===== config.mk =====
export PLATFORM = sky130hd
export DESIGN_NAME = prefetch_buffer
export DESIGN_NICKNAME = d
export VERILOG_FILES = /design/src/rtl/mem_bus_pkg.sv /design/src/rtl/fetch_pkg.sv /design/src/rtl/fetch_ctrl.sv /design/src/rtl/instr_fifo.sv /design/src/rtl/resp_path.sv /design/src/rtl/prefetch_buffer.sv
export SDC_FILE = /design/constraint.sdc
export NUM_CORES = 1
export LEC_CHECK = 0
export ABC_CLOCK_PERIOD_IN_PS = 6250
export BUFFER_PORTS_ARGS = -buffer_cell sky130_fd_sc_hd__buf_2
export CAP_MARGIN = 40
export CORE_MARGIN = 8
export CORE_UTILIZATION = 53
export DETAILED_ROUTE_END_ITERATION = 10
export GPL_ROUTABILITY_DRIVEN = 1
export HOLD_SLACK_MARGIN = 0.1
export PLACE_DENSITY = 0.85
export SYNTH_ARGS = -nofsm -noshare
export SYNTH_HDL_FRONTEND = slang
export SYNTH_SLANG_ARGS = --single-unit

===== constraint.sdc =====
create_clock -name clk -period 6.25 [get_ports clk]
set_clock_uncertainty 0.15 [all_clocks]
set_input_delay 0.625 -clock clk [delete_from_list [all_inputs] [get_ports clk]]
set_output_delay 0.625 -clock clk [all_outputs]
set_load 0.1 [all_outputs]

===== src/rtl/mem_bus_pkg.sv =====
// instruction memory bus definitions
// widths, word and address types, and the sequential fetch step
package mem_bus_pkg;

  ////////////////////////////////////////
  // bus widths
  ////////////////////////////////////////

  // byte address presented to the instruction memory
  localparam int unsigned ADDR_W = 32;

  // one instruction word per response
  localparam int unsigned DATA_W = 32;

  typedef logic [ADDR_W-1:0] addr_t;
  typedef logic [DATA_W-1:0] word_t;

  ////////////////////////////////////////
  // sequential fetch
  ////////////////////////////////////////

  // distance in bytes between two consecutive instruction words
  localparam addr_t ADDR_STEP = 32'd4;

  // the last address is word aligned before the step is added
  localparam int unsigned ALIGN_BITS = 2;

endpackage


===== src/rtl/fetch_pkg.sv =====
// prefetch control definitions
// fetch FSM state encoding and the FIFO sizing rule shared by the
// control and storage blocks
package fetch_pkg;

  ////////////////////////////////////////
  // fetch FSM states
  ////////////////////////////////////////

  // IDLE          no request outstanding
  // WAIT_GNT      request raised, memory has not granted it yet
  // WAIT_RVALID   request granted, response still to come
  // WAIT_ABORTED  a branch arrived while a response was pending,
  //               that response is thrown away
  // WAIT_JUMP     protection error seen, blocked until the next branch
  typedef enum logic [2:0] {
    IDLE,
    WAIT_GNT,
    WAIT_RVALID,
    WAIT_ABORTED,
    WAIT_JUMP
  } fetch_state_t;

  // below two entries the space flag would never allow a request
  localparam int unsigned MIN_FIFO_DEPTH = 2;

endpackage


===== src/rtl/fetch_ctrl.sv =====
// fetch control for the prefetch buffer
// runs the memory side FSM, keeps the last address sent and picks the
// address of the next request (sequential step or branch target)
module fetch_ctrl
  import mem_bus_pkg::*;
  import fetch_pkg::*;
(
  input  logic         clk,
  input  logic         rst_n,
  input  logic         req_i,
  input  logic         branch_i,
  input  addr_t        addr_i,
  input  logic         space_i,
  input  logic         instr_gnt_i,
  input  logic         instr_rvalid_i,
  input  logic         instr_err_pmp_i,
  input  logic         valid_i,
  output logic         instr_req_o,
  output addr_t        instr_addr_o,
  output fetch_state_t state_o,
  output logic         flush_o,
  output logic         fetch_failed_o,
  output logic         busy_o
);

  fetch_state_t state_q;
  fetch_state_t state_d;
  fetch_state_t issue_state;
  addr_t        addr_q;
  addr_t        seq_addr;
  logic         addr_en;
  logic         req_want;
  logic         fetch_go;

  ////////////////////////////////////////
  // address selection
  ////////////////////////////////////////

  // next word follows the last address sent, aligned to a word
  assign seq_addr = {addr_q[ADDR_W-1:ALIGN_BITS], {ALIGN_BITS{1'b0}}} + ADDR_STEP;

  // a branch always fetches, a sequential fetch needs room in the FIFO
  assign fetch_go = branch_i | (req_i & space_i);

  // where the FSM goes once a request has been raised
  assign issue_state = instr_gnt_i ? WAIT_RVALID : WAIT_GNT;

  ////////////////////////////////////////
  // fetch FSM
  ////////////////////////////////////////

  always_comb begin
    state_d        = state_q;
    req_want       = 1'b0;
    addr_en        = 1'b0;
    fetch_failed_o = 1'b0;
    // a branch target always replaces the sequential address
    instr_addr_o   = branch_i ? addr_i : seq_addr;

    case (state_q)
      IDLE: begin
        if (fetch_go) begin
          req_want = 1'b1;
          addr_en  = 1'b1;
          state_d  = issue_state;
        end
      end

      WAIT_GNT: begin
        // hold the pending address unless the core redirects us
        if (!branch_i) begin
          instr_addr_o = addr_q;
        end
        req_want = 1'b1;
        addr_en  = branch_i;
        if (instr_gnt_i) begin
          state_d = WAIT_RVALID;
        end
      end

      WAIT_RVALID: begin
        if (instr_rvalid_i) begin
          // response arrives now, so the next request may go out with it
          if (fetch_go) begin
            req_want = 1'b1;
            addr_en  = 1'b1;
            state_d  = issue_state;
          end else begin
            state_d = IDLE;
          end
        end else if (branch_i) begin
          // remember the target and drop the response still in flight
          addr_en = 1'b1;
          state_d = WAIT_ABORTED;
        end
      end

      WAIT_ABORTED: begin
        // addr_q already holds the target, a newer branch overrides it
        if (!branch_i) begin
          instr_addr_o = addr_q;
        end
        addr_en = branch_i;
        if (instr_rvalid_i) begin
          req_want = 1'b1;
          state_d  = issue_state;
        end
      end

      WAIT_JUMP: begin
        // words already buffered are still handed out before the flag shows
        fetch_failed_o = ~valid_i;
        if (branch_i) begin
          req_want       = 1'b1;
          addr_en        = 1'b1;
          fetch_failed_o = 1'b0;
          state_d        = issue_state;
        end
      end

      default: begin
        state_d = IDLE;
      end
    endcase

    // a protected address never reaches memory and blocks the fetch
    if (req_want && instr_err_pmp_i) begin
      state_d = WAIT_JUMP;
    end
  end

  assign instr_req_o = req_want & ~instr_err_pmp_i;
  assign flush_o     = branch_i;
  assign state_o     = state_q;
  assign busy_o      = (state_q != IDLE) | instr_req_o;

  always_ff @(posedge clk or negedge rst_n) begin
    if (!rst_n) begin
      state_q <= IDLE;
      addr_q  <= '0;
    end else begin
      state_q <= state_d;
      if (addr_en) begin
        addr_q <= instr_addr_o;
      end
    end
  end

endmodule


===== src/rtl/instr_fifo.sv =====
// instruction FIFO of the prefetch buffer
// circular buffer with flush, usage count and an early space flag
module instr_fifo
  import mem_bus_pkg::*;
  import fetch_pkg::*;
#(
  parameter int unsigned DEPTH = 3
) (
  input  logic  clk,
  input  logic  rst_n,
  input  logic  flush_i,
  input  logic  push_i,
  input  word_t data_i,
  input  logic  pop_i,
  output word_t head_o,
  output logic  not_empty_o,
  output logic  space_o
);

  // depths below the minimum are raised to it
  localparam int unsigned EFF_DEPTH = (DEPTH < MIN_FIFO_DEPTH) ? MIN_FIFO_DEPTH : DEPTH;
  localparam int unsigned PTR_W     = $clog2(EFF_DEPTH);
  localparam int unsigned CNT_W     = $clog2(EFF_DEPTH + 1);

  word_t            mem [EFF_DEPTH];
  logic [PTR_W-1:0] rd_ptr;
  logic [PTR_W-1:0] wr_ptr;
  logic [CNT_W-1:0] usage;
  logic             do_push;
  logic             do_pop;

  // pointer step that wraps at the last entry, depth need not be a power of two
  function automatic logic [PTR_W-1:0] ptr_inc(input logic [PTR_W-1:0] ptr);
    logic [PTR_W-1:0] last;
    last = PTR_W'(EFF_DEPTH - 1);
    return (ptr == last) ? '0 : ptr + 1'b1;
  endfunction

  // a flush wins over anything else in the same cycle
  assign do_push = push_i & ~flush_i & (usage != CNT_W'(EFF_DEPTH));
  assign do_pop  = pop_i & ~flush_i & (usage != '0);

  always_ff @(posedge clk or negedge rst_n) begin
    if (!rst_n) begin
      rd_ptr <= '0;
      wr_ptr <= '0;
      usage  <= '0;
    end else if (flush_i) begin
      rd_ptr <= '0;
      wr_ptr <= '0;
      usage  <= '0;
    end else begin
      if (do_push) begin
        wr_ptr <= ptr_inc(wr_ptr);
      end
      if (do_pop) begin
        rd_ptr <= ptr_inc(rd_ptr);
      end
      // simultaneous push and pop keep the count
      if (do_push && !do_pop) begin
        usage <= usage + 1'b1;
      end else if (do_pop && !do_push) begin
        usage <= usage - 1'b1;
      end
    end
  end

  // the entry under the write pointer takes the pushed word
  always_ff @(posedge clk) begin
    if (do_push) begin
      mem[wr_ptr] <= data_i;
    end
  end

  assign head_o      = mem[rd_ptr];
  assign not_empty_o = (usage != '0);
  // one entry stays free for the response that may still be in flight
  assign space_o     = (usage < CNT_W'(EFF_DEPTH - 1));

endmodule


===== src/rtl/resp_path.sv =====
// response path of the prefetch buffer
// hands the core either the FIFO head or the memory response directly,
// decides FIFO push and pop and drops responses of aborted requests
module resp_path
  import mem_bus_pkg::*;
  import fetch_pkg::*;
(
  input  fetch_state_t state_i,
  input  logic         instr_rvalid_i,
  input  word_t        instr_rdata_i,
  input  logic         not_empty_i,
  input  word_t        head_i,
  input  logic         ready_i,
  output logic         valid_o,
  output word_t        rdata_o,
  output logic         push_o,
  output logic         pop_o
);

  logic resp_live;

  // a response for an aborted request belongs to the old stream
  assign resp_live = instr_rvalid_i & (state_i != WAIT_ABORTED);

  always_comb begin
    if (not_empty_i) begin
      // older words first, the head is consumed when the core takes it
      valid_o = 1'b1;
      rdata_o = head_i;
      pop_o   = ready_i;
    end else begin
      // empty FIFO, memory data goes straight through
      valid_o = resp_live;
      rdata_o = instr_rdata_i;
      pop_o   = 1'b0;
    end
  end

  // store the response when it cannot overtake the FIFO or the core stalls
  assign push_o = resp_live & (not_empty_i | ~ready_i);

endmodule


===== src/rtl/prefetch_buffer.sv =====
// instruction prefetch buffer
// fetches sequential words ahead of the core, redirects on branches and
// buffers words while the core applies back-pressure
module prefetch_buffer
  import mem_bus_pkg::*;
  import fetch_pkg::*;
#(
  parameter int unsigned FIFO_DEPTH = 3
) (
  input  logic  clk,
  input  logic  rst_n,
  input  logic  req_i,
  input  logic  branch_i,
  input  addr_t addr_i,
  input  logic  ready_i,
  output logic  valid_o,
  output word_t rdata_o,
  output logic  instr_req_o,
  input  logic  instr_gnt_i,
  output addr_t instr_addr_o,
  input  word_t instr_rdata_i,
  input  logic  instr_rvalid_i,
  input  logic  instr_err_pmp_i,
  output logic  fetch_failed_o,
  output logic  busy_o
);

  fetch_state_t state;
  logic         fifo_flush;
  logic         fifo_push;
  logic         fifo_pop;
  logic         fifo_space;
  logic         fifo_not_empty;
  word_t        fifo_head;

  // memory side FSM and address generation
  fetch_ctrl u_fetch_ctrl (
    .clk             (clk),
    .rst_n           (rst_n),
    .req_i           (req_i),
    .branch_i        (branch_i),
    .addr_i          (addr_i),
    .space_i         (fifo_space),
    .instr_gnt_i     (instr_gnt_i),
    .instr_rvalid_i  (instr_rvalid_i),
    .instr_err_pmp_i (instr_err_pmp_i),
    .valid_i         (valid_o),
    .instr_req_o     (instr_req_o),
    .instr_addr_o    (instr_addr_o),
    .state_o         (state),
    .flush_o         (fifo_flush),
    .fetch_failed_o  (fetch_failed_o),
    .busy_o          (busy_o)
  );

  // words waiting for the core
  instr_fifo #(
    .DEPTH (FIFO_DEPTH)
  ) u_instr_fifo (
    .clk         (clk),
    .rst_n       (rst_n),
    .flush_i     (fifo_flush),
    .push_i      (fifo_push),
    .data_i      (instr_rdata_i),
    .pop_i       (fifo_pop),
    .head_o      (fifo_head),
    .not_empty_o (fifo_not_empty),
    .space_o     (fifo_space)
  );

  // core side data selection
  resp_path u_resp_path (
    .state_i        (state),
    .instr_rvalid_i (instr_rvalid_i),
    .instr_rdata_i  (instr_rdata_i),
    .not_empty_i    (fifo_not_empty),
    .head_i         (fifo_head),
    .ready_i        (ready_i),
    .valid_o        (valid_o),
    .rdata_o        (rdata_o),
    .push_o         (fifo_push),
    .pop_o          (fifo_pop)
  );

endmodule


# Word level (Yosys, flattened, before mapping)

Memory sizes are Yosys's and may differ from the RTL's.
Cells that the tools add are included.

$add $sub $neg: 5
Magnitude comparators: 1
Eq/ne operators: 13
Multiplexer cells: 36
Bitwise logic cells: 15
Reductions and logical operators: 13

Operators with widths:

| kind                  | count |
|---|---|
| $mux 32               | 4 |
| $add 32x3->32 const B | 1 |
| $mux 3                | 8 |
| $mux 2                | 10 |
| $pmux 3 s5            | 1 |
| $ne 3x2->1 const B    | 4 |
| $mux 1                | 11 |
| $and 1x1->1           | 8 |
| $add 2x1->2 const B   | 3 |
| $eq 3x2->1 const B    | 2 |
| $reduce_bool 2->1     | 3 |
| $reduce_bool 3->1     | 2 |
| $pmux 1 s5            | 1 |
| $reduce_and 5->1      | 1 |
| $eq 2x2->1 const B    | 2 |
| $ne 4x3->1 const B    | 1 |
| $not 1->1             | 4 |
| $pmux 1 s4            | 1 |
| $eq 3x1->1 const B    | 1 |
| $eq 3x3->1 const B    | 1 |
| $logic_and 1x1->1     | 3 |
| $logic_not 3->1       | 1 |
| $ne 3x1->1 const B    | 1 |
| $or 1x1->1            | 3 |
| 5 further kinds       | 6 |

Flip-flop bits (word level): 41
Memory bits (writable): 96
Input bits: 72
Output and inout port bits: 68
Logic and storage cells: 89
Memories kept: 1

Memory list:

| memory           | depth | width | read ports | clocked after memory_dff | write ports | line             | source |
|---|---|---|---|---|---|---|---|
| u_instr_fifo.mem | 3     | 32    | 1          | 0                        | 1           | instr_fifo.sv:25 | `word_t mem [EFF_DEPTH];` |

# Logic depth before layout (Yosys ltp)

Gate-level depths: netlist of the first run.

Depth in word-level cells: 10
Gate-level depth with buffers: 8
Mapped depth without buffers: 6

# Modules after synthesis

From an unflattened synthesis of the first run, not the netlist that was laid out.

Cells, all modules: 652
Area, all modules: 7,362.1 um^2

By module, submodules not included:

| module     | instances | cells an instance | area an instance (um^2) | seq. area each (um^2) |
|---|---|---|---|---|
| instr_fifo | 1         | 239               | 3,900.0                 | 3,032.9 |
| fetch_ctrl | 1         | 372               | 2,896.5                 | 875.8 |
| resp_path  | 1         | 41                | 565.5                   | 0.0 |

# Worst setup path before layout of the first run

OpenSTA, ideal clock, no wires.

Path kind: flip-flop to output port
From: register u_fetch_ctrl.state_q[2] (netlist: u_fetch_ctrl.state_o[2])
To: output port fetch_failed_o
Arrival time: 4,936 ps
Required time: 5,475 ps
Path slack: 539 ps
Stages on the path, launching flop included: 7
Buffers on the path: 2
Path through: dfrtp_1 > buf_6 > nor2b_2 > buf_6 > a21boi_0 > nand2b_1 > nor4b_1

Word-level cells in the longest chain between the ends: 6
Elaborated cells between the ends (all ways): 7
Those cells by class: eq/ne (2); mux (3); bitwise (2)

Ends and longest elaborated chain:

| item                   | line                  | source |
|---|---|---|
| start, declared        | fetch_ctrl.sv:26      | `fetch_state_t state_q;` |
| start signal, assigned | fetch_ctrl.sv:142     | `state_q <= state_d;` |
| $ne 3x2->1             | resp_path.sv:23       | `assign resp_live = instr_rvalid_i & (state_i != WAIT_ABORTED);` |
| $and 1x1->1            | resp_path.sv:23       |  |
| $mux 1                 | resp_path.sv:26       | `if (not_empty_i) begin` |
| net valid_o            | prefetch_buffer.sv:16 | `output logic valid_o,` |
| $not 1->1              | fetch_ctrl.sv:112     | `fetch_failed_o = ~valid_i;` |
| $mux 1                 | fetch_ctrl.sv:113     | `if (branch_i) begin` |
| $mux 1                 | fetch_ctrl.sv:60      | `case (state_q)` |
| end, declared          | prefetch_buffer.sv:24 | `output logic fetch_failed_o,` |

The timed path passes the listed nets, and every way through them passes these cells.

# Final worst setup path of the first run

From: input port branch_i
To: output port instr_addr_o[14]

Word-level cells in the longest chain between the ends: 3

Ends and longest elaborated chain:

| item            | line                                | source |
|---|---|---|
| start, declared | prefetch_buffer.sv:13               | `input logic branch_i,` |
| $mux 32         | fetch_ctrl.sv:58                    | `instr_addr_o = branch_i ? addr_i : seq_addr;` |
| $mux 32         | fetch_ctrl.sv:71, fetch_ctrl.sv:100 |  |
| $mux 32 (*)     | --                                  |  |
| end, declared   | prefetch_buffer.sv:20               | `output addr_t instr_addr_o,` |

Every way passes the cells marked *; elsewhere a longest branch is shown, timed or not.

==> results of run 1 <==
## sequential cells by signal, summed over array words and instances, names as in the netlist
name and count:
u_fetch_ctrl.addr_q 32, u_instr_fifo.rd_ptr 2, u_fetch_ctrl.state_o 3, u_instr_fifo.wr_ptr 2
u_instr_fifo.mem 96, u_instr_fifo.usage 2
## per-stage QoR
step / worst slack (ns) / util / std cells / hold WS [ns] / total power [mW]
after global placement: 2.46 / 0.603 / 975 / 0.341 / 2.78
after CTS: 2.39 / 0.652 / 1011 / 0.258 / 3.77
after detailed placement: 2.41 / 0.608 / 979 / 0.347 / 2.80
after global routing: 2.21 / 0.652 / 1011 / 0.260 / 3.94
final: 2.35 / 0.652 / 1011 / 0.271 / 3.77
after floorplan: 0.539 / - / 701 / 0.179 / 2.53
## cells by family (layout without fill, tap and decap cells)
kind of cell,after synthesis,in the layout,share of synthesized area
flip-flops,137,137,0.546
XOR/XNOR,9,9,0.0110
AND/OR/NAND/NOR,239,239,0.164
buffers and inverters,60,194,0.0350
multiplexers,54,54,0.0766
AO/OA/AOI/OAI,201,201,0.165
adder cells (fa/ha/maj),1,1,0.00175
## worst max-delay path, stage by stage
cell	delay [ns]
sky130_fd_sc_hd__buf_2	0.70
sky130_fd_sc_hd__inv_1	0.58
sky130_fd_sc_hd__and4_1	0.37
sky130_fd_sc_hd__nand4_1	0.18
sky130_fd_sc_hd__o211ai_1	0.11
sky130_fd_sc_hd__o21ai_0	0.08
sky130_fd_sc_hd__buf_2	0.45
## area by class of cell
cell class	instances	area [um^2]
Fill cell	1013	4580
Sequential cell	137	3910
Clock inverter	14	148
Tap cell	176	220
Timing Repair Buffer	152	837
Clock buffer	17	425
Multi-Input combinational cell	504	3020
Inverter	11	41.3
## where the power goes
group | internal [mW] | switching, mW | total (mW)
logic | 0.347 | 1.15 | 1.49
registers | 1.11 | 0.201 | 1.31
clock network | 0.587 | 0.382 | 0.968
total | 2.04 | 1.73 | 3.77
## cell usage after synthesis, types with 3 or more instances
library cell | count | area (um^2)
sky130_fd_sc_hd__o22ai_1 | 8 | 50.1
sky130_fd_sc_hd__dfrtp_1 | 41 | 1030
sky130_fd_sc_hd__xnor2_1 | 8 | 70.1
sky130_fd_sc_hd__o211ai_1 | 3 | 22.5
sky130_fd_sc_hd__clkbuf_1 | 36 | 135
sky130_fd_sc_hd__edfxtp_1 | 96 | 2880
sky130_fd_sc_hd__nand2b_1 | 11 | 68.8
sky130_fd_sc_hd__nand4_1 | 14 | 87.6
sky130_fd_sc_hd__inv_1 | 11 | 41.3
sky130_fd_sc_hd__a2bb2oi_1 | 4 | 35.0
sky130_fd_sc_hd__o2bb2ai_1 | 4 | 35.0
sky130_fd_sc_hd__buf_1 | 5 | 18.8
sky130_fd_sc_hd__buf_2 | 5 | 25.0
sky130_fd_sc_hd__mux2i_1 | 48 | 480
sky130_fd_sc_hd__nor2b_1 | 11 | 68.8
sky130_fd_sc_hd__nand2_1 | 78 | 293
sky130_fd_sc_hd__o31ai_1 | 5 | 37.5
sky130_fd_sc_hd__and3_1 | 10 | 62.6
sky130_fd_sc_hd__mux2_2 | 6 | 67.6
sky130_fd_sc_hd__nand3_1 | 17 | 85.1
sky130_fd_sc_hd__a211o_1 | 4 | 35.0
sky130_fd_sc_hd__a21boi_0 | 3 | 22.5
sky130_fd_sc_hd__nor2_1 | 54 | 203
sky130_fd_sc_hd__a211oi_1 | 9 | 67.6
sky130_fd_sc_hd__a22o_1 | 4 | 35.0
sky130_fd_sc_hd__a21oi_1 | 70 | 350
sky130_fd_sc_hd__and2_1 | 6 | 37.5
sky130_fd_sc_hd__o21ai_0 | 70 | 350
sky130_fd_sc_hd__nor3_1 | 9 | 45.0
sky130_fd_sc_hd__nor4_1 | 10 | 62.6
sky130_fd_sc_hd__a21o_1 | 4 | 30.0
## layer usage
| layer | track usage | part of all wire | vias up |
|---|---|---|---|
| met3 | 0.0591 | 0.076 | 22 |
| met5 | 0 | 0 | - |
| met1 | 0.249 | 0.44 | 2780 |
| met4 | 0.0555 | 0.015 | 0 |
| met2 | 0.310 | 0.47 | 264 |
| li1 | - | - | 2847 |
## final timing paths
kind / to / cells after the start / slack (ns)
worst max-delay path: instr_addr_o[14] / 7 / 2.35
worst min-delay path: u_instr_fifo.mem[2][9] / 1 / 0.27
worst max register to register: u_instr_fifo.mem[1][2] / 5 / 3.06
worst min register to register: u_fetch_ctrl.addr_q[0] / 1 / 0.36
max in group asynchronous: u_instr_fifo.rd_ptr[1] / 3 / 4.95
min in group asynchronous: u_fetch_ctrl.addr_q[10] / 2 / 0.51
==> results.md, run 1 <==
- Category of the critical setup timing path: primary input to output pin
- Share of the yosys chip area belonging to registers: 0.546
- Number of synthesized flops with an enable pin: 96
- Post-detailed-route via-to-cell ratio: 5.85
- Placement row count: 42
- Core outline area: 0.0132 mm^2
- Clock tree buffer depth: 2
- Final antenna-violating net count: 0
- HP Class: primary input to flop
- Number of antenna violations at the first check in global routing: 0
- Setup total negative slack: 0 ns
- Height of the chip: 132 um
- Number of distinct standard cells referenced by the synthesized netlist: 57
- Placed cell areas: 0.00802 mm^2
- I/O pin count: 140
- Commonest cells after routing, fill and taps aside: sky130_fd_sc_hd__buf_2, sky130_fd_sc_hd__edfxtp_1, sky130_fd_sc_hd__nand2_1
- Post-CTS repair timing setup buffer count: 0
- Max Cap Violations: 0
- Maximum fanout count along the critical path: 57
- Routability-driven placement congestion ratio: 0.887
- Number of H-tree levels: 4
- Cts bufs inserted: 17
- Design area: 0.00861 mm^2
- First-pass GRT wire length: 27,900 um
- Number of instances in the synthesized netlist: 701
- Number of port buffers: 139
- Post-CTS Hold Buffers: 1
- N_diodes: 0
- Layout-stage area growth over the synthesis result: 20.3%
- Final setup vio count: 0
- Leading cell type in the layout, fill and taps excluded: sky130_fd_sc_hd__buf_2
- Post-synthesis sequential element count: 137
- Actual transition at the worst max-transition pin: 0.935 ns
- Via Count: 5,913
- Post-cts resize count: 0
- CTS Sinks: 137
- Startpoint of the tightest hold check path: instr_rdata_i[9]
- Maximum resistive drop on vdd: 0.356 mV
- Startpoint of the most critical setup path: branch_i
- Achievable Freq: 256 MHz
- Endpoint kind of the worst setup timing path: output pin
- Number of global-route vias before repair: 5,632
- Final count of pins violating max slew: 0
- Run status: completed
- Final worst path period share: 0.624
- Power Dens Cells: 438 mW/mm^2
- Number of warning messages in the yosys log: 0
- Worst R2R Start: u_fetch_ctrl.state_o[0]
- Total standard cell area after synthesis: 0.00715 mm^2
- Insertion delay to the later sink of the worst-skew pair: 0.42 ns
- Share of final-layout standard cells stronger than drive strength 1: 0.241
- All-layer global routing usage: 0.194
- Initial core utilization: 0.542
- DRT Pass-1 Iters: 4
- Die area: 0.0175 mm^2
- Dpl hpwl: 11,700 um
- Number of nets in the layout: 896
- Clock transition at path regs: 0.06 ns
- Kind of start point of the critical path: primary input
- Critical path required time: 5.47 ns
- Async S/R FF share, synth: 0.299
- CP arrival: 3.13 ns
- DRC: 0
- Most used DFF post-synth: sky130_fd_sc_hd__edfxtp_1
- Synth Area per Inst: 10.2 um^2
- Chip width: 132 um
- Starting DRC count in detailed routing: 532
- Routed WL per cell: 16.8 um
- Unrepaired setup endpoints after global routing: false
- Pleak: 3.40 nW
- Worst slew slack as a fraction of its limit: 0.376
- Final hold violations: 0
- Clock period minus worst slack: 3.90 ns
- Largest net degree at the start of global routing: 65
- Post-synthesis net count: 774
- Buffer type at the clock tree root: sky130_fd_sc_hd__clkbuf_16
- Wire length reported by the detailed router: 17,000 um
- Total gr overflow: 0
- Clock tree from TritonCTS: yes
(Power assumes the default switching activity.)
==> inputs of run 2 (changes only) <==
--- a/config.mk
+++ b/config.mk
@@ -5,11 +5,12 @@
 export SDC_FILE = /design/constraint.sdc
 export NUM_CORES = 1
 export LEC_CHECK = 0
-export ABC_CLOCK_PERIOD_IN_PS = 6250
+export ABC_AREA = 1
+export ABC_CLOCK_PERIOD_IN_PS = 3150
 export BUFFER_PORTS_ARGS = -buffer_cell sky130_fd_sc_hd__buf_2
 export CAP_MARGIN = 40
 export CORE_MARGIN = 8
-export CORE_UTILIZATION = 53
+export CORE_UTILIZATION = 50
 export DETAILED_ROUTE_END_ITERATION = 10
 export GPL_ROUTABILITY_DRIVEN = 1
 export HOLD_SLACK_MARGIN = 0.1
==> constraint.sdc (replaced) <==
create_clock -name clk -period 3.15 [get_ports clk]
set_clock_uncertainty 0.15 [all_clocks]
set_input_delay 0.315 -clock clk [delete_from_list [all_inputs] [get_ports clk]]
set_output_delay 0.315 -clock clk [all_outputs]
set_load 0.1 [all_outputs]
==> run 2 against run 1 <==
- sequential share of layout area is 0.76 points lower
- non-clock buffer count is 35 higher
- final area grew 1.6%
- core utilization grew 0.54 points
- global-route usage up 3.2 points
- die area up 0.94%
- wire length is 17% higher
- register-to-register slack worse by 2.1 ns
- hold slack got worse by 0.16 ns
- synthesized cell count rose by 9.0%
- setup slack lost 2.1 ns
==> results.md, run 2 <==
- Final antenna-violating net count: 0 (unchanged)
- Leading cell type in the layout, fill and taps excluded: sky130_fd_sc_hd__nand2_1
- Number of H-tree levels: 4 (unchanged)
- Largest reg by FF count: u_instr_fifo.mem
- Commonest cells after routing, fill and taps aside: sky130_fd_sc_hd__nand2_1, sky130_fd_sc_hd__buf_2, sky130_fd_sc_hd__edfxtp_1
- Cells taking the most area after synthesis: sky130_fd_sc_hd__edfxtp_1, sky130_fd_sc_hd__dfrtp_1, sky130_fd_sc_hd__nand2_1, sky130_fd_sc_hd__nand3_1, sky130_fd_sc_hd__nor2_1
- Max Cap Violations: 0 (unchanged)
- Number of instances in the synthesized netlist: 764 (+9.0%)
- Most used DFF post-synth: sky130_fd_sc_hd__edfxtp_1
- Clock transition at path regs: 0.07 ns (about the same)
- Achievable Freq: 345 MHz
- Total standard cell area after synthesis: 0.00682 mm^2 (-4.7%)
- Clock tree buffer depth: 2 (unchanged)
- Cell Count Post-Placement: 1,057 (+8.0%)
- Final core utilization: 0.658 (+0.00538)
- Worst R2R Start: u_instr_fifo.usage[1]
- Async S/R FF share, synth: 0.299 (unchanged)
- Met1 usage in global routing: 0.260 (+0.0103)
- Endpoint kind of the worst setup timing path: output pin
- Number of port buffers: 139 (unchanged)
- Layout-stage area growth over the synthesis result: 28.2%
- Clock tree from TritonCTS: yes
- Capturing point of the worst reg2reg path: u_instr_fifo.mem[2][26]
- Post-detailed-route via-to-cell ratio: 5.58 (-4.7%)
- Post-synthesis net count: 837 (+8.1%)
- Starting DRC count in detailed routing: 688 (+29%)
- DRC: 0 (unchanged)
- First-pass GRT wire length: 31,900 um (+14%)
- Top post-synthesis cells by count: sky130_fd_sc_hd__nand2_1, sky130_fd_sc_hd__edfxtp_1, sky130_fd_sc_hd__nand3_1
- Final worst path period share: 0.920
- Final setup vio count: 0 (unchanged)
- Setup total negative slack: 0 ns (unchanged)
- Share of final-layout standard cells stronger than drive strength 1: 0.220 (-0.0203)
- Actual transition at the worst max-transition pin: 0.573 ns (-0.362 ns)
- Number of global-route vias before repair: 6,249 (+11%)
- Worst slew slack as a fraction of its limit: 0.618 (+0.241)
- Core outline area: 0.0133 mm^2 (+0.80%)
- Reg2reg path depth: 8 (+3)
- Buffer type at the clock tree root: sky130_fd_sc_hd__clkbuf_16
- Gr busiest metal: met2
- Initial core utilization: 0.513 (-0.0293)
- Placed cell areas: 0.00780 mm^2 (-2.8%)
- Kind of start point of the critical path: flop
- Biggest area consumer among synthesized cells: sky130_fd_sc_hd__edfxtp_1
- All-layer global routing usage: 0.226 (+0.0322)
- Design area: 0.00875 mm^2 (+1.6%)
- GR Layer Usage met3: 0.0598 (+0.000733)
- Critical path required time: 2.68 ns (-2.79 ns)
- Post-synthesis sequential element count: 137 (unchanged)
- Placement row count: 42 (unchanged)
- Number of distinct standard cells referenced by the synthesized netlist: 36 (-37%)
- Flop2flop setup slack: 0.96 ns (-2.10 ns)
- Cts bufs inserted: 17 (unchanged)
- DRT Pass-1 Iters: 6 (+2)
- Maximum fanout count along the critical path: 34 (-40%)
- Post-cts resize count: 0 (unchanged)
- Number of nets in the layout: 1,008 (+13%)
- Clock period minus worst slack: 2.90 ns
- Insertion delay to the later sink of the worst-skew pair: 0.42 ns (about the same)
- Final count of pins violating max slew: 0 (unchanged)
- Most frequently used cell type in the post-synthesis netlist: sky130_fd_sc_hd__nand2_1
- Area share of the largest cell type after synthesis: 0.423 (+0.0197)
- I/O pin count: 140 (unchanged)
- Routed WL per cell: 17.6 um (+4.9%)
- Via Count: 6,272 (+6.1%)
- Height of the chip: 133 um (+0.47%)
- Number of antenna violations at the first check in global routing: 1 (+1)
- CP arrival: 2.43 ns (-0.70 ns)
- Share of the yosys chip area belonging to registers: 0.573 (+0.0267)
- Total gr overflow: 0 (unchanged)
- Routability-driven placement congestion ratio: 0.899 (+1.4%)
- HP Class: primary input to flop
- Number of warning messages in the yosys log: 0 (unchanged)
- CTS Sinks: 137 (unchanged)
- Final hold violations: 0 (unchanged)
- Run status: completed
- Worst-case hold path end point: u_instr_fifo.rd_ptr[0]
- Die area: 0.0176 mm^2 (+0.94%)
- Chip width: 133 um (+0.47%)
- Number of synthesized flops with an enable pin: 96 (unchanged)
- Post-Layout Cell Count: 1,125 (+11%)
- Category of the critical setup timing path: flop to output pin
- Startpoint of the tightest hold check path: ready_i
- Synth Area per Inst: 8.93 um^2 (-13%)
- Dpl hpwl: 12,200 um (+4.3%)
- Unrepaired setup endpoints after global routing: false
- Fraction of met2 tracks used by global routing: 0.387 (+0.0769)
- Wire length reported by the detailed router: 19,800 um (+17%)
- Max FFs per register: 96 (unchanged)
- Largest net degree at the start of global routing: 56 (-14%)
- Worst Hold Path Cells: 3 (+2)
[run 2: cell families (layout without fill, tap and decap cells)]
logic type	Yosys count	count (layout)	synth area share
AO/OA/AOI/OAI	132	132	0.114
XOR/XNOR	1	1	0.00128
adder cells (fa/ha/maj)	1	1	0.00183
buffers and inverters	101	285	0.0603
flip-flops	137	137	0.573
multiplexers	3	3	0.00440
other	0	1	0
AND/OR/NAND/NOR	389	389	0.245
[run 2: what timing repair did]
item                                   4_1_cts  5_1_grt
setup buffers                                0        0
endpoints found under the hold margin      141        0
hold buffers                                35        0
[run 2: cell type report]
cell class | instances | area (um^2)
Antenna cell | 1 | 2.50
Clock buffer | 17 | 425
Clock inverter | 15 | 171
Fill cell | 971 | 4550
Inverter | 66 | 248
Multi-Input combinational cell | 526 | 2520
Sequential cell | 137 | 3910
Tap cell | 176 | 220
Timing Repair Buffer | 187 | 1250
[run 2: routing by layer]
layer | vias up | share of wire
met5 | - | 0.00055
met4 | 2 | 0.029
met3 | 41 | 0.095
met2 | 351 | 0.51
met1 | 2910 | 0.37
li1 | 2968 | -
[run 2: worst max-delay path: stages (launching register included)]
cell and delay (ns):
sky130_fd_sc_hd__dfrtp_1 0.57, sky130_fd_sc_hd__clkinv_1 0.11, sky130_fd_sc_hd__buf_4 0.37, sky130_fd_sc_hd__nand3_1 0.13, sky130_fd_sc_hd__a31oi_1 0.33, sky130_fd_sc_hd__buf_2 0.50
[run 2: per-stage QoR]
step,hold slack (ns),worst slack (ns)
final,0.110,0.254
after CTS,0.103,0.290
after floorplan,-0.131,0.0196
after global placement,0.305,0.731
after detailed placement,0.128,0.682
after global routing,0.140,0.0673
[run 2: worst max path at each step]
stage	from	end	slack (ns)	depth (start not counted)
2_1_floorplan	u_instr_fifo.rd_ptr[1]	rdata_o[11]	0.02	5
3_3_place_gp	branch_i	instr_addr_o[17]	0.73	8
3_5_place_dp	branch_i	instr_addr_o[13]	0.68	8
4_1_cts	u_instr_fifo.rd_ptr[1]	rdata_o[11]	0.29	5
5_1_grt	u_fetch_ctrl.addr_q[2]	instr_addr_o[20]	0.07	10
6_report	u_instr_fifo.rd_ptr[1]	rdata_o[5]	0.25	5
Power of run 2 is not shown: default switching activity piles up to over one toggle a cycle in this logic, so the estimate is an artifact.
==> inputs of run 3 (changes only) <==
--- a/config.mk
+++ b/config.mk
@@ -10,11 +10,12 @@
 export BUFFER_PORTS_ARGS = -buffer_cell sky130_fd_sc_hd__buf_2
 export CAP_MARGIN = 40
 export CORE_MARGIN = 8
-export CORE_UTILIZATION = 50
+export CORE_UTILIZATION = 52
+export CTS_BUF_LIST = sky130_fd_sc_hd__clkbuf_8
 export DETAILED_ROUTE_END_ITERATION = 10
 export GPL_ROUTABILITY_DRIVEN = 1
 export HOLD_SLACK_MARGIN = 0.1
-export PLACE_DENSITY = 0.85
+export PLACE_DENSITY = 0.87
 export SYNTH_ARGS = -nofsm -noshare
 export SYNTH_HDL_FRONTEND = slang
 export SYNTH_SLANG_ARGS = --single-unit
==> run 3 against run 2 <==
- global-route usage grew 0.26 points
- register-to-register slack lost 0.03 ns
- final area shrank 0.80%
- count of clock-buffer cells in the layout is the same
- first-iteration DRC count shrank 3.9%
- setup slack lost 0.060 ns
- cell count grew 0.62%
- sequential cell count is the same
- via count grew 1.3%
- hold slack gained 0.019 ns
- critical endpoint is now rdata_o[1]
==> results.md, run 3 (same netlist as run 2, synthesis figures left out) <==
- Max Cap Violations: 0 (unchanged)
- Number of H-tree levels: 4 (unchanged)
- Initial core utilization: 0.523 (+0.0103)
- GR Layer Usage met3: 0.0613 (+0.00148)
- Fraction of met2 tracks used by global routing: 0.390 (+0.00250)
- Dpl hpwl: 12,500 um (+2.6%)
- Final worst path period share: 0.938 (+0.0190)
- Final setup vio count: 0 (unchanged)
- Final hold violations: 0 (unchanged)
- Cell breakdown of the critical path: buf_4, nand3_1, a31oi_1, buf_2
- Max FFs per register: 96 (unchanged)
- Critical path required time: 2.68 ns (about the same)
- Worst slew slack as a fraction of its limit: 0.563 (-0.0551)
- CP arrival: 2.49 ns (+0.06 ns)
- Number of port buffers: 139 (unchanged)
- Placed cell areas: 0.00782 mm^2 (+0.32%)
- First-pass GRT wire length: 30,300 um (-5.1%)
- Placement row count: 42 (unchanged)
- Die area: 0.0170 mm^2 (-3.4%)
- Endpoint kind of the worst setup timing path: output pin
- Largest net degree at the start of global routing: 36 (-36%)
- Post-Place Worst Slack: 0.667 ns (-0.0143 ns)
- Clock tree buffer depth: 2 (unchanged)
- Delay of the slowest cell on the worst path: 0.77 ns (+0.20 ns)
- All-layer global routing usage: 0.229 (+0.00257)
- Clock transition at path regs: 0.08 ns (about the same)
- Via Count: 6,352 (+1.3%)
- Leading cell type in the layout, fill and taps excluded: sky130_fd_sc_hd__nand2_1
- Cell type of the slowest stage on the worst timing path: sky130_fd_sc_hd__dfrtp_1
- Setup total negative slack: 0 ns (unchanged)
- Achievable Freq: 338 MHz (-2.0%)
- Run status: completed
- DRT Pass-1 Iters: 5 (-1)
- Core outline area: 0.0130 mm^2 (-2.0%)
- Height of the chip: 131 um (-1.7%)
- Buffer type at the clock tree root: sky130_fd_sc_hd__clkbuf_8
- Number of nets in the layout: 1,016 (+0.79%)
- Starting DRC count in detailed routing: 661 (-3.9%)
- Wire length reported by the detailed router: 19,200 um (-3.2%)
- Share of final-layout standard cells stronger than drive strength 1: 0.222 (+0.00129)
- Layout-stage area growth over the synthesis result: 27.2%
- Met1 usage in global routing: 0.261 (+0.00183)
- Clock period minus worst slack: 2.96 ns (+0.0598 ns)
- Number of antenna violations at the first check in global routing: 0 (-1)
- HP Class: primary input to flop
- Design area: 0.00868 mm^2 (-0.80%)
- Maximum fanout count along the critical path: 19 (-44%)
- Post-detailed-route via-to-cell ratio: 5.61 (+0.65%)
- Total gr overflow: 0 (unchanged)
- Post-Layout Cell Count: 1,132 (+0.62%)
- Routed WL per cell: 16.9 um (-3.8%)
- Routability-driven placement congestion ratio: 0.874 (-2.8%)
- Largest reg by FF count: u_instr_fifo.mem
- Final WS setup: 0.194 ns (-0.0598 ns)
- CTS Sinks: 137 (unchanged)
- Cell Count Post-Placement: 1,060 (+0.28%)
- Number of global-route vias before repair: 6,360 (+1.8%)
- N_diodes: 0 (-1)
- DRC: 0 (unchanged)
- Category of the critical setup timing path: flop to output pin
- Kind of start point of the critical path: flop
- Insertion delay to the later sink of the worst-skew pair: 0.45 ns (+0.03 ns)
- Final count of pins violating max slew: 0 (unchanged)
- Actual transition at the worst max-transition pin: 0.656 ns (+0.0826 ns)
- Cts bufs inserted: 17 (unchanged)
- Commonest cells after routing, fill and taps aside: sky130_fd_sc_hd__nand2_1, sky130_fd_sc_hd__buf_2, sky130_fd_sc_hd__edfxtp_1
- Clock tree from TritonCTS: yes
- Chip width: 131 um (-1.7%)
- Final antenna-violating net count: 0 (unchanged)
- I/O pin count: 140 (unchanged)
- Gr busiest metal: met2
-- run 3: cell count changes in the layout (fill, tap and decap cells not counted), sizes merged --
cell,previous run,this run
bufinv,1,2
clkinvlp,3,1
buf,152,150
dlygate4sd3,35,40
inv,75,73
clkbuf,17,22
clkinv,2,5
diode,1,0
-- run 3: final cells by class --
cell class	count	area, um^2
Fill cell	997	4360
Sequential cell	137	3910
Multi-Input combinational cell	526	2530
Timing Repair Buffer	195	1330
Inverter	66	248
Clock buffer	17	234
Tap cell	176	220
Clock inverter	15	203
-- run 3: metrics by stage --
stage	hold slack (ns)	utilization
after global routing	0.133	0.666
final	0.129	0.666
after detailed placement	0.104	0.600
after CTS	0.103	0.664
after global placement	0.304	0.596
after floorplan	-0.131	-
-- run 3: timing repair --
action | in CTS | in global routing
setup endpoints to repair | 0 | 5
resized for setup | 0 | 6
hold buffers | 40 | 0
endpoints found under the hold margin | 144 | 0
setup buffers | 0 | 0
-- run 3: critical path, delay by kind of cell, from the launching register on --
family	cells	cell delay [ns]
buffers and inverters	2	0.85
and+or+nand+nor	1	0.15
AOI/OAI and AO/OA	1	0.27
DFF	1	0.77
-- run 3: worst paths after layout --
path | endpoint | slack [ns] | cells after the start | start
min in group asynchronous | u_fetch_ctrl.addr_q[1] | 0.17 | 2 | rst_n
worst min-delay path | u_fetch_ctrl.addr_q[20] | 0.13 | 5 | addr_i[20]
max in group asynchronous | u_fetch_ctrl.addr_q[10] | 2.19 | 3 | rst_n
worst max register to register | u_instr_fifo.mem[2][31] | 0.93 | 7 | u_fetch_ctrl.state_o[2]
worst min register to register | u_fetch_ctrl.addr_q[0] | 0.34 | 2 | u_fetch_ctrl.addr_q[0]
worst max-delay path | rdata_o[1] | 0.19 | 4 | u_instr_fifo.rd_ptr[0]
-- run 3: routing by layer --
metal,wire (um),part of all wire,vias to the layer above
met5,0,0,-
met4,500,0.026,0
met3,1830,0.096,49
met2,9580,0.50,380
met1,7270,0.38,2937
li1,-,-,2986
Power of run 3 is left out for the same reason.
